File: src/fetch_cfg.svh
`ifndef FETCH_CFG_SVH
`define FETCH_CFG_SVH

// ==================================================
// Fetch front end configuration
// ==================================================

`define FETCH_RESET_PC   32'h8000_0000  // First fetch address after reset.

`define FETCH_XLEN       32             // Width of the PC and of one instruction.

// Occupancy of the multiply and divide units, counted in clocks.
`define FETCH_MUL_CYCLES 3              // Multiply occupancy.
`define FETCH_DIV_CYCLES 8              // Divide occupancy.

`endif

File: src/fetch_pkg.sv
package fetch_pkg;

    // ==================================================
    // Opcodes seen by the fetch unit
    // ==================================================

    localparam logic [6:0] OPC_OP    = 7'b0110011;  // Register-register ALU group.
    localparam logic [6:0] OPC_JAL   = 7'b1101111;
    localparam logic [6:0] OPC_JALR  = 7'b1100111;

    localparam logic [6:0] F7_MULDIV = 7'b0000001;  // Marks the M extension in OPC_OP.

    // ==================================================
    // Instruction word views
    // ==================================================

    typedef struct packed {
        logic [6:0] funct7;
        logic [4:0] rs2;
        logic [4:0] rs1;
        logic [2:0] funct3;
        logic [4:0] rd;
        logic [6:0] opcode;
    } r_fmt_t;

    typedef struct packed {
        logic [11:0] imm12;
        logic [4:0]  rs1;
        logic [2:0]  funct3;
        logic [4:0]  rd;
        logic [6:0]  opcode;
    } i_fmt_t;

    // The J-immediate is rebuilt from the I-format fields, since its bits
    // sit in imm12, rs1 and funct3.
    typedef union packed {
        r_fmt_t r_fmt;  // Used for the M extension check.
        i_fmt_t i_fmt;  // Used for the JAL and JALR offsets.
    } instr_u;

    // ==================================================
    // Decode classes
    // ==================================================

    typedef enum logic [2:0] {
        PLAIN = 3'd0,
        MUL   = 3'd1,
        DIV   = 3'd2,
        JAL   = 3'd3,
        JALR  = 3'd4
    } instr_class_e;

endpackage

File: src/fetch_if.sv
`timescale 1ns/1ps
`include "fetch_cfg.svh"

interface fetch_if;
    logic                   fetch_go;     // One-cycle request to open a read.
    logic [`FETCH_XLEN-1:0] fetch_pc;
    logic                   fetch_done;   // One pulse per completed read.
    logic [`FETCH_XLEN-1:0] fetch_instr;  // Valid while fetch_done is high.

    modport seq  (output fetch_go, fetch_pc, input fetch_done, fetch_instr);
    modport port (input fetch_go, fetch_pc, output fetch_done, fetch_instr);
endinterface

interface muldiv_if;
    logic start_mul;
    logic start_div;
    logic busy;
    logic finish;     // Pulses one cycle after the count runs out.

    modport seq   (output start_mul, start_div, input busy, finish);
    modport timer (input start_mul, start_div, output busy, finish);
endinterface

File: src/fetch_decode.sv
`timescale 1ns/1ps
`include "fetch_cfg.svh"

module fetch_decode (
    input  fetch_pkg::instr_u        instr,
    input  logic [`FETCH_XLEN-1:0]   pc,
    input  logic [`FETCH_XLEN-1:0]   jalr_base,
    output fetch_pkg::instr_class_e  cls,
    output logic [`FETCH_XLEN-1:0]   jal_target,
    output logic [`FETCH_XLEN-1:0]   jalr_target
);

    logic                   is_m_ext;
    logic [`FETCH_XLEN-1:0] j_imm;
    logic [`FETCH_XLEN-1:0] i_imm;
    logic [`FETCH_XLEN-1:0] jalr_sum;

    // ==================================================
    // Classification
    // ==================================================

    assign is_m_ext = (instr.r_fmt.opcode == fetch_pkg::OPC_OP) &&
                      (instr.r_fmt.funct7 == fetch_pkg::F7_MULDIV);

    always_comb begin
        cls = fetch_pkg::PLAIN;
        if (instr.r_fmt.opcode == fetch_pkg::OPC_JAL) begin
            cls = fetch_pkg::JAL;
        end else if (instr.r_fmt.opcode == fetch_pkg::OPC_JALR) begin
            cls = fetch_pkg::JALR;
        end else if (is_m_ext) begin
            // funct3 of 4 and up covers div, divu, rem and remu.
            cls = instr.r_fmt.funct3[2] ? fetch_pkg::DIV : fetch_pkg::MUL;
        end
    end

    // ==================================================
    // Jump targets
    // ==================================================

    // J-immediate order is imm[20], imm[10:1], imm[11], imm[19:12].
    assign j_imm = {{(`FETCH_XLEN-20){instr.i_fmt.imm12[11]}},
                    instr.i_fmt.rs1,
                    instr.i_fmt.funct3,
                    instr.i_fmt.imm12[0],
                    instr.i_fmt.imm12[10:1],
                    1'b0};

    assign i_imm = {{(`FETCH_XLEN-12){instr.i_fmt.imm12[11]}}, instr.i_fmt.imm12};

    assign jal_target = pc + j_imm;

    assign jalr_sum    = jalr_base + i_imm;
    assign jalr_target = {jalr_sum[`FETCH_XLEN-1:1], 1'b0};  // A JALR target never has bit 0 set.

endmodule

File: src/muldiv_timer.sv
`timescale 1ns/1ps
`include "fetch_cfg.svh"

module muldiv_timer (
    input  logic    clk,
    input  logic    rst_n,
    muldiv_if.timer md
);

    localparam int MAX_CYCLES = (`FETCH_DIV_CYCLES > `FETCH_MUL_CYCLES) ?
                                `FETCH_DIV_CYCLES : `FETCH_MUL_CYCLES;
    localparam int CNT_W      = $clog2(MAX_CYCLES + 1);

    logic [CNT_W-1:0] count_q;
    logic             finish_q;

    // ==================================================
    // Occupancy counter
    // ==================================================

    always_ff @(posedge clk or negedge rst_n) begin
        if (!rst_n) begin
            count_q  <= '0;
            finish_q <= 1'b0;
        end else begin
            finish_q <= (count_q == CNT_W'(1));  // Last counted cycle.
            if (md.start_mul) begin
                count_q <= CNT_W'(`FETCH_MUL_CYCLES);
            end else if (md.start_div) begin
                count_q <= CNT_W'(`FETCH_DIV_CYCLES);
            end else if (count_q != '0) begin
                count_q <= count_q - CNT_W'(1);
            end
        end
    end

    assign md.busy   = (count_q != '0);
    assign md.finish = finish_q;

endmodule

File: src/imem_port.sv
`timescale 1ns/1ps
`include "fetch_cfg.svh"

module imem_port (
    input  logic                   clk,
    input  logic                   rst_n,
    fetch_if.port                  fetch,
    output logic                   mem_req,
    output logic [`FETCH_XLEN-1:0] mem_addr,
    input  logic                   mem_ack,
    input  logic [`FETCH_XLEN-1:0] mem_rdata,
    output logic                   fetched_valid,
    output logic [`FETCH_XLEN-1:0] fetched_pc,
    output logic [`FETCH_XLEN-1:0] fetched_instr
);

    logic                   done_q;
    logic [`FETCH_XLEN-1:0] instr_q;
    logic                   beat;

    assign beat = mem_req & mem_ack;  // Read completes in this cycle.

    // ==================================================
    // Request handshake
    // ==================================================

    // The request stays up until the memory acknowledges it.
    always_ff @(posedge clk or negedge rst_n) begin
        if (!rst_n) begin
            mem_req <= 1'b0;
            done_q  <= 1'b0;
        end else begin
            done_q <= beat;
            if (fetch.fetch_go) begin
                mem_req <= 1'b1;
            end else if (beat) begin
                mem_req <= 1'b0;
            end
        end
    end

    always_ff @(posedge clk) begin
        if (fetch.fetch_go) begin
            mem_addr <= fetch.fetch_pc;  // Held until the next read opens.
        end
        if (beat) begin
            instr_q <= mem_rdata;
        end
    end

    assign fetch.fetch_done  = done_q;
    assign fetch.fetch_instr = instr_q;

    // The address register still holds the PC of the read that just finished.
    assign fetched_valid = done_q;
    assign fetched_pc    = mem_addr;
    assign fetched_instr = instr_q;

endmodule

File: src/pc_sequencer.sv
`timescale 1ns/1ps
`include "fetch_cfg.svh"

module pc_sequencer (
    input  logic                     clk,
    input  logic                     rst_n,
    fetch_if.seq                     fetch,
    muldiv_if.seq                    md,
    input  fetch_pkg::instr_class_e  cls,
    input  logic [`FETCH_XLEN-1:0]   jal_target,
    input  logic [`FETCH_XLEN-1:0]   jalr_target,
    input  logic                     redirect_valid,
    input  logic [`FETCH_XLEN-1:0]   redirect_pc,
    input  logic                     stall
);

    localparam logic [`FETCH_XLEN-1:0] PC_STEP = 4;

    logic [`FETCH_XLEN-1:0] pc_q;
    logic                   read_open;    // A read is in flight at the memory port.
    logic                   jalr_dly;     // JALR waits here one cycle for its base.
    logic                   md_wait;      // Waiting for the multiply or divide timer.
    logic                   pend_valid;
    logic [`FETCH_XLEN-1:0] pend_pc;
    logic                   idle;
    logic                   redir_hit;
    logic [`FETCH_XLEN-1:0] redir_target;
    logic                   take_md;
    logic                   consume;

    // A fresh redirect beats one that was stored earlier.
    assign redir_hit    = redirect_valid | pend_valid;
    assign redir_target = redirect_valid ? redirect_pc : pend_pc;

    assign idle    = ~read_open & ~jalr_dly & ~md_wait;
    assign consume = idle | fetch.fetch_done | jalr_dly | (md_wait & md.finish);

    assign fetch.fetch_go = idle & ~stall & ~redirect_valid & ~md.busy;
    assign fetch.fetch_pc = pc_q;

    assign take_md      = fetch.fetch_done & ~redir_hit;
    assign md.start_mul = take_md & (cls == fetch_pkg::MUL);
    assign md.start_div = take_md & (cls == fetch_pkg::DIV);

    // ==================================================
    // Next-PC decision
    // ==================================================

    always_ff @(posedge clk or negedge rst_n) begin
        if (!rst_n) begin
            pc_q       <= `FETCH_RESET_PC;
            read_open  <= 1'b0;
            jalr_dly   <= 1'b0;
            md_wait    <= 1'b0;
            pend_valid <= 1'b0;
        end else begin
            if (fetch.fetch_go) begin
                read_open <= 1'b1;
            end
            if (fetch.fetch_done) begin
                read_open <= 1'b0;
                if (redir_hit) begin
                    pc_q <= redir_target;
                end else begin
                    case (cls)
                        fetch_pkg::JALR: jalr_dly <= 1'b1;
                        fetch_pkg::JAL:  pc_q <= jal_target;
                        fetch_pkg::MUL,
                        fetch_pkg::DIV:  md_wait <= 1'b1;
                        default:         pc_q <= pc_q + PC_STEP;
                    endcase
                end
            end else if (jalr_dly) begin
                jalr_dly <= 1'b0;
                pc_q     <= redir_hit ? redir_target : jalr_target;
            end else if (md_wait) begin
                if (md.finish) begin
                    md_wait <= 1'b0;
                    pc_q    <= redir_hit ? redir_target : pc_q + PC_STEP;
                end
            end else if (redirect_valid) begin
                pc_q <= redirect_pc;                 // Idle, so the redirect applies now.
            end
            if (consume) begin
                pend_valid <= 1'b0;
            end else if (redirect_valid) begin
                pend_valid <= 1'b1;
            end
        end
    end

    always_ff @(posedge clk) begin
        if (redirect_valid) begin
            pend_pc <= redirect_pc;
        end
    end

endmodule

File: src/fetch_top.sv
`timescale 1ns/1ps
`include "fetch_cfg.svh"

module fetch_top (
    input  logic                   clk,
    input  logic                   rst_n,
    output logic                   mem_req,
    output logic [`FETCH_XLEN-1:0] mem_addr,
    input  logic                   mem_ack,
    input  logic [`FETCH_XLEN-1:0] mem_rdata,
    input  logic                   redirect_valid,
    input  logic [`FETCH_XLEN-1:0] redirect_pc,
    input  logic                   stall,
    input  logic [`FETCH_XLEN-1:0] jalr_base,
    output logic                   fetched_valid,
    output logic [`FETCH_XLEN-1:0] fetched_pc,
    output logic [`FETCH_XLEN-1:0] fetched_instr
);

    fetch_pkg::instr_class_e cls;
    logic [`FETCH_XLEN-1:0]  jal_target;
    logic [`FETCH_XLEN-1:0]  jalr_target;

    fetch_if  fetch_i ();
    muldiv_if md_i ();

    // ==================================================
    // Fetch pipeline
    // ==================================================

    pc_sequencer u_pc_sequencer (
        .clk            (clk),
        .rst_n          (rst_n),
        .fetch          (fetch_i),
        .md             (md_i),
        .cls            (cls),
        .jal_target     (jal_target),
        .jalr_target    (jalr_target),
        .redirect_valid (redirect_valid),
        .redirect_pc    (redirect_pc),
        .stall          (stall)
    );

    imem_port u_imem_port (
        .clk           (clk),
        .rst_n         (rst_n),
        .fetch         (fetch_i),
        .mem_req       (mem_req),
        .mem_addr      (mem_addr),
        .mem_ack       (mem_ack),
        .mem_rdata     (mem_rdata),
        .fetched_valid (fetched_valid),
        .fetched_pc    (fetched_pc),
        .fetched_instr (fetched_instr)
    );

    // The decoder sees the word and address of the last completed read.
    fetch_decode u_fetch_decode (
        .instr       (fetch_i.fetch_instr),
        .pc          (fetched_pc),
        .jalr_base   (jalr_base),
        .cls         (cls),
        .jal_target  (jal_target),
        .jalr_target (jalr_target)
    );

    muldiv_timer u_muldiv_timer (
        .clk   (clk),
        .rst_n (rst_n),
        .md    (md_i)
    );

endmodule

File: config.mk
export PLATFORM = sky130hd
export DESIGN_NAME = fetch_top
export DESIGN_NICKNAME = d
export VERILOG_FILES = /design/src/fetch_pkg.sv /design/src/fetch_if.sv /design/src/fetch_decode.sv /design/src/muldiv_timer.sv /design/src/imem_port.sv /design/src/pc_sequencer.sv /design/src/fetch_top.sv
export VERILOG_INCLUDE_DIRS = /design/src /design/src/src
export SDC_FILE = /design/constraint.sdc
export NUM_CORES = 1
export LEC_CHECK = 0
export BUFFER_PORTS_ARGS = -buffer_cell sky130_fd_sc_hd__buf_2
export CORE_MARGIN = 2
export CORE_UTILIZATION = 35
export CTS_CLUSTER_DIAMETER = 50
export DETAILED_ROUTE_END_ITERATION = 16
export SLEW_MARGIN = 10
export SYNTH_ARGS = -nofsm -noshare
export SYNTH_HDL_FRONTEND = slang
export SYNTH_SLANG_ARGS = --single-unit
File: constraint.sdc
create_clock -name clk -period 7.98 [get_ports clk]
set_clock_uncertainty 0.15 [all_clocks]
set_input_delay 1.995 -clock clk [delete_from_list [all_inputs] [get_ports clk]]
set_output_delay 1.995 -clock clk [all_outputs]
set_load 0.05 [all_outputs]
==> impl_metrics.py, run 1 <==
metrics = {
    "detailed_routing": {
        "drt-initial-drc-count": 919,
        "wl_per_cell_um": 20.7,
        "vias_per_cell": 5.72,
        "finalWirelength_mm": 34.8,
        "drtAntennaViolNets": 0,
        "route.detailed.drc": 0,
        "vias": 9646,
        "dr.pass1.iters": 5,
    },
    "clock_tree": {
        "cts_max_path_buffers": 2,
        "cts_root_buf": "clkbuf_16",
        "cts.sinks": 139,
        "cts_resized": 0,
        "clk_latency_ns": 0.43,
        "cts_made_buffers": 17,
        "h-tree-depth": 4,
        "cts_tree": "yes",
        "cts_setup_buffers": 0,
        "path_clk_slew_ns": 0.06,
        "ctsHoldBuffers": 0,
    },
    "layout": {
        "regArea_mm2": 0.00364,
        "layout_common_cells": "buf_2 (198), nand2_1 (101), a21oi_1 (98), nor2_1 (78), o21ai_0 (71)",
        "area_growth_syn_to_layout_pct": 17.3,
        "multi_input_area_mm2": 0.00607,
        "antenna_cells": 0,
        "fill_cells": 2872,
        "fin_area_mm2": 0.0120,
        "nets": 1455,
        "drive_above_1_share_pct": 23.1,
        "final_common_cell": "buf_2",
    },
    "run": {
        "drv_cap": 0,
    },
    "timing": {
        "slew_viol_final": 0,
        "setup_tns_ns": 0,
        "fin_crit_ns": 4.93,
        "finalHoldViolCount": 0,
        "worstMarginPinSlew_ns": 1.12,
        "relSlewSlack_pct": 25.5,
        "fmax_mhz": 203,
        "final-setup-viol-count": 0,
        "period_share_pct": 61.8,
        "rsz0062_at_grt": "false",
    },
    "floorplanning": {
        "die_area_mm2": 0.0307,
        "die_w_um": 175,
        "fp-row-count": 62,
        "die_h_um": 175,
        "core_area_mm2": 0.0288,
        "io_pins": 199,
        "initial_core_util_pct": 35.6,
    },
    "grt": {
        "overflow": 0,
        "grt_max_degree": 49,
        "grt_pass1_vias": 9051,
        "grt_pass1_wl_mm": 52.2,
        "antenna_found_initial": 0,
        "grt_use_total_pct": 22.2,
    },
    "setup_path": {
        "reg2reg_depth": 8,
        "crit_fanout": 36,
        "end_kind": "flop",
        "reg2reg_from": "u_imem_port.fetch.fetch_done",
        "start_kind": "input pin",
        "cp.arrival_ns": 5.10,
        "r2r_end": "u_pc_sequencer.fetch.fetch_pc[23]",
        "cp.required_ns": 8.15,
        "reg2reg_setup_slack_ns": 4.03,
        "path_class": "in -> reg",
    },
    "synth": {
        "yosysWarnings": 0,
        "synth_seq_cells": 139,
        "syn-num-nets": 1306,
        "synth_edf_count": 64,
        "async_flop_share_pct": 30.9,
        "synthFlopType": "edfxtp_1",
        "synth_area_mm2": 0.0103,
        "yosysSeqAreaShare_pct": 35.5,
        "synth.distinct_cells": 91,
        "syn_area_per_cell_um2": 9.00,
        "syn_inst": 1139,
    },
    "worst_hold_path": {
        "holdCritStartpoint": "u_pc_sequencer.fetch.fetch_pc[0]",
        "worstHoldEndpoint": "u_imem_port.fetched_pc[0]",
        "hp-class": "reg -> reg",
        "worstHoldPathCells": 0,
    },
    "place": {
        "placed_area_mm2": 0.0114,
        "port_buffers": 198,
        "gp_congestion": 0.876,
        "place_hpwl_mm": 25.8,
    },
    "power": {
        "power_leakage_uw": 0.00506,
        "peakVddDrop_mv": 0.151,
        "p_per_area_mw_per_mm2": 208,
    },
    "status": {
        "status": "finished, final reports clean",
    },
}
## sequential cells by signal (all words and copies together), names as in the netlist
signal	flops
u_imem_port.mem_req	1
u_pc_sequencer.md_wait	1
u_imem_port.fetched_pc	32
u_pc_sequencer.pend_pc	32
u_pc_sequencer.read_open	1
u_imem_port.fetch.fetch_instr	32
u_imem_port.fetch.fetch_done	1
u_muldiv_timer.count_q	4
u_muldiv_timer.md.finish	1
u_pc_sequencer.pend_valid	1
u_pc_sequencer.fetch.fetch_pc	32
u_pc_sequencer.jalr_dly	1
## critical path: stages
cell	delay [ns]
buf_2	0.09
buf_4	0.30
or2_1	0.32
nor2_2	0.42
nand4b_1	0.30
o21ai_2	0.95
buf_4	0.34
a21oi_1	0.08
a32o_1	0.28
## Yosys cell counts, drive strengths merged, types with 9 or more instances
cell type	instances	area (um^2)
nand2	102	385
a21oi	99	499
nor2	80	303
o21ai	75	379
edfxtp	64	1920
ha	64	801
clkbuf	42	158
dfrtp	42	1050
xnor2	42	368
buf	40	274
nand3	38	190
dfxtp	32	641
a21o	31	234
inv	31	116
xor2	31	272
mux2	27	304
a31oi	24	165
nor3	23	125
and3	20	126
o211ai	20	160
a211oi	15	128
mux2i	15	150
nand4	15	100
o21a	15	113
o221ai	11	96.3
a221oi	9	85.1
o22ai	9	56.3
## metal layers
| metal | GRT usage (%) | wire [um] | vias up |
|---|---|---|---|
| met2 | 33.5 | 15200 | 448 |
| met1 | 31.5 | 15700 | 4584 |
| li1 | - | - | 4559 |
| met3 | 4.87 | 3030 | 55 |
| met5 | 0 | 0 | - |
| met4 | 7.26 | 937 | 0 |
## how the worst max path moves through the flow
stage / from / end / depth (start not counted)
6_report: redirect_valid / u_pc_sequencer.fetch.fetch_pc[23] / 9
5_1_grt: redirect_valid / u_pc_sequencer.fetch.fetch_pc[23] / 9
4_1_cts: redirect_valid / u_pc_sequencer.fetch.fetch_pc[23] / 9
3_5_place_dp: redirect_valid / u_pc_sequencer.fetch.fetch_pc[23] / 9
3_3_place_gp: redirect_valid / u_pc_sequencer.fetch.fetch_pc[23] / 9
2_1_floorplan: jalr_base[10] / u_pc_sequencer.fetch.fetch_pc[27] / 10
## through the flow
stage                     setup WS (ns)  util (%)  hold slack [ns]  total power [uW]  cells
final                              3.05      41.8            0.293              2500   1685
after detailed placement           2.77      39.6            0.295              1630   1653
after floorplan                    3.49         -            0.275              1430   1139
after CTS                          3.22      41.8            0.296              2500   1685
after global routing               2.97      41.8            0.316              2620   1685
after global placement             2.87      39.6            0.280              1620   1653
## layout make-up
type | count | area share, %
Clock buffer | 21 | 3.83
Clock inverter | 11 | 1.38
Inverter | 32 | 0.999
Multi-Input combinational cell | 886 | 50.4
Sequential cell | 139 | 30.3
Tap cell | 384 | 3.99
Timing Repair Buffer | 212 | 9.11
## logic make-up (layout without fill, tap and decap cells)
logic type	count (synthesis)	in the layout	share of synthesized area, %
flops	139	139	35.5
compound gates	375	375	24.5
xor+xnor	73	73	6.24
buf+inv	114	276	5.38
mux	42	42	4.43
fa+ha+maj	66	66	8.20
simple gates	330	330	15.7
## where the power goes
part / switching, uW / total (uW) / leakage, uW / internal (uW)
Clock: 331 / 871 / 0.000303 / 540
Sequential: 87.6 / 929 / 0.00136 / 842
Combinational: 447 / 701 / 0.00340 / 254
Note: power is estimated with default switching activity, not from simulation.
==> inputs of run 2 (changes only) <==
==> constraint.sdc (replaced) <==
create_clock -name clk -period 4.2 [get_ports clk]
set_clock_uncertainty 0.15 [all_clocks]
set_input_delay 1.05 -clock clk [delete_from_list [all_inputs] [get_ports clk]]
set_output_delay 1.05 -clock clk [all_outputs]
set_load 0.05 [all_outputs]
==> run 2 against run 1 <==
Final area increased by 0.26%. Largest cell class unchanged. Setup slack got worse by 2.5 ns. Global-route usage increased by 0.29 points. Largest power group unchanged.
==> impl_metrics.py, run 2 (synthesis results as in run 1) <==
metrics = {
    "status": {
        "status": "finished, final reports clean",
    },
    "layout": {
        "instances_no_fill": 1696,
        "final_common_cell": "buf_2",
        "final_util_pct": 41.9,
        "antenna_cells": 0,
        "drive_above_1_share_pct": 23.9,
        "area_growth_syn_to_layout_pct": 17.6,
        "nets": 1466,
        "layout_common_cells": "buf_2 (198), nand2_1 (101), a21oi_1 (98), nor2_1 (77), o21ai_0 (71)",
    },
    "clock_tree": {
        "path_clk_slew_ns": 0.07,
        "cts_made_buffers": 17,
        "cts_max_path_buffers": 2,
        "cts_tree": "yes",
        "cts_root_buf": "clkbuf_16",
        "cts_resized": 0,
        "ctsHoldBuffers": 0,
        "clk_latency_ns": 0.44,
        "cts_setup_buffers": 0,
        "cts.sinks": 139,
        "h-tree-depth": 4,
    },
    "power": {
        "power_frac_comb_pct": 29.6,
        "internal_power_uw": 2870,
        "power_leakage_uw": 0.00508,
        "p_seq_share_pct": 38.8,
        "peakVddDrop_mv": 0.252,
        "p_switching_uw": 1680,
        "p_sw_share_pct": 36.9,
        "pwr-share-clk_pct": 31.6,
        "p_per_area_mw_per_mm2": 377,
    },
    "grt": {
        "grt_max_degree": 49,
        "antenna_found_initial": 1,
        "grt_pass1_wl_mm": 53.3,
        "grt_use_total_pct": 22.5,
        "overflow": 0,
        "grt_pass1_vias": 9240,
    },
    "setup_path": {
        "critPathTopFamily": "compound AO/OA/AOI/OAI gates",
        "reg2reg_from": "u_imem_port.fetch.fetch_instr[21]",
        "cp.arrival_ns": 3.84,
        "reg2reg_setup_slack_ns": 0.63,
        "path_class": "in -> reg",
        "reg2reg_depth": 12,
        "crit_slowest_cell": "a221oi_2",
        "start_kind": "input pin",
        "critical_path.max_stage_delay_ns": 0.42,
        "path_buf_inv": 1,
        "path_cells": "buf_2, and2_1, fa_1, a21o_1, a221oi_2, o22ai_1, o21ai_1, nand3_1, a221oi_1, xnor2_1, o221ai_1, a21oi_1",
        "crit_fanout": 4,
        "r2r_end": "u_pc_sequencer.fetch.fetch_pc[31]",
        "cp.required_ns": 4.41,
        "end_kind": "flop",
    },
    "timing": {
        "fin_crit_ns": 3.64,
        "worstMarginPinSlew_ns": 0.928,
        "relSlewSlack_pct": 38.1,
        "setup_tns_ns": 0,
        "period_share_pct": 86.6,
        "fmax_mhz": 275,
        "final-setup-viol-count": 0,
        "rsz0062_at_grt": "false",
        "slew_viol_final": 0,
        "finalHoldViolCount": 0,
    },
    "worst_hold_path": {
        "worstHoldPathCells": 0,
        "holdCritStartpoint": "u_pc_sequencer.fetch.fetch_pc[0]",
        "hp-class": "reg -> reg",
        "worstHoldEndpoint": "u_imem_port.fetched_pc[0]",
    },
    "detailed_routing": {
        "wl_per_cell_um": 20.7,
        "vias": 9612,
        "dr.pass1.iters": 5,
        "vias_per_cell": 5.67,
        "route.detailed.drc": 0,
        "drt-initial-drc-count": 832,
        "drtAntennaViolNets": 0,
        "finalWirelength_mm": 35.1,
    },
    "floorplanning": {
        "fp-row-count": 62,
        "die_w_um": 175,
        "die_area_mm2": 0.0307,
        "initial_core_util_pct": 35.6,
        "die_h_um": 175,
        "core_area_mm2": 0.0288,
        "io_pins": 199,
    },
    "place": {
        "port_buffers": 198,
        "gp_congestion": 0.892,
        "place_hpwl_mm": 26.3,
        "dp_cells": 1664,
    },
    "run": {
        "drv_cap": 0,
    },
}
-- run 2: changes by cell type in the layout (fill, tap and decap cells not counted), sizes merged --
cell	before	now
clkbuf	21	20
buf	212	223
clkinv	5	6
inv	33	36
clkinvlp	1	2
bufinv	4	0
-- run 2: worst max-delay path by stage --
| stage | startpoint | end | slack [ns] | depth (start not counted) |
|---|---|---|---|---|
| after global routing | u_imem_port.fetch.fetch_instr[21] | u_pc_sequencer.fetch.fetch_pc[31] | 0.38 | 12 |
| after CTS | jalr_base[0] | u_pc_sequencer.fetch.fetch_pc[24] | 0.57 | 12 |
| final | jalr_base[0] | u_pc_sequencer.fetch.fetch_pc[24] | 0.56 | 12 |
| after detailed placement | jalr_base[0] | u_pc_sequencer.fetch.fetch_pc[24] | 0.13 | 12 |
| after floorplan | u_imem_port.fetch.fetch_instr[31] | u_pc_sequencer.fetch.fetch_pc[27] | 0.42 | 10 |
| after global placement | jalr_base[0] | u_pc_sequencer.fetch.fetch_pc[24] | 0.22 | 12 |
-- run 2: power groups by stage --
| stage | logic, uW | registers [uW] | clock network, uW |
|---|---|---|---|
| floorplan | 883 | 1830 | 0 |
| global placement | 1310 | 1780 | 0 |
| detailed placement | 1330 | 1790 | 0 |
| CTS | 1340 | 1760 | 1460 |
| global route | 1470 | 1790 | 1510 |
| finish | 1350 | 1760 | 1440 |
-- run 2: routing by layer --
metal / vias up / share of wire, % / global-route usage (%) / wire, um
met5: - / 0.046 / 0 / 16
met4: 2 / 2.2 / 7.19 / 761
met3: 46 / 7.9 / 4.61 / 2770
met2: 419 / 44 / 34.4 / 15600
met1: 4570 / 46 / 31.8 / 16000
li1: 4575 / - / - / -
-- run 2: final cells by class --
class                   instances  area, um^2
well taps                     384         480
flip-flops and latches        139        3640
inverters                      32         120
multi-input cells             886        6070
clock inverters                12        88.8
repair buffers                223        1220
fillers                      2909       16700
clock buffers                  20         447
-- run 2: through the flow --
stage | hold slack (ns) | power (uW) | worst slack, ns | instance area [um^2]
5_1_grt | 0.322 | 4770 | 0.379 | 12100
3_3_place_gp | 0.281 | 3100 | 0.223 | 11500
3_5_place_dp | 0.286 | 3110 | 0.127 | 11500
6_report | 0.293 | 4550 | 0.564 | 12100
2_1_floorplan | 0.275 | 2710 | 0.423 | 10300
4_1_cts | 0.299 | 4550 | 0.572 | 12100
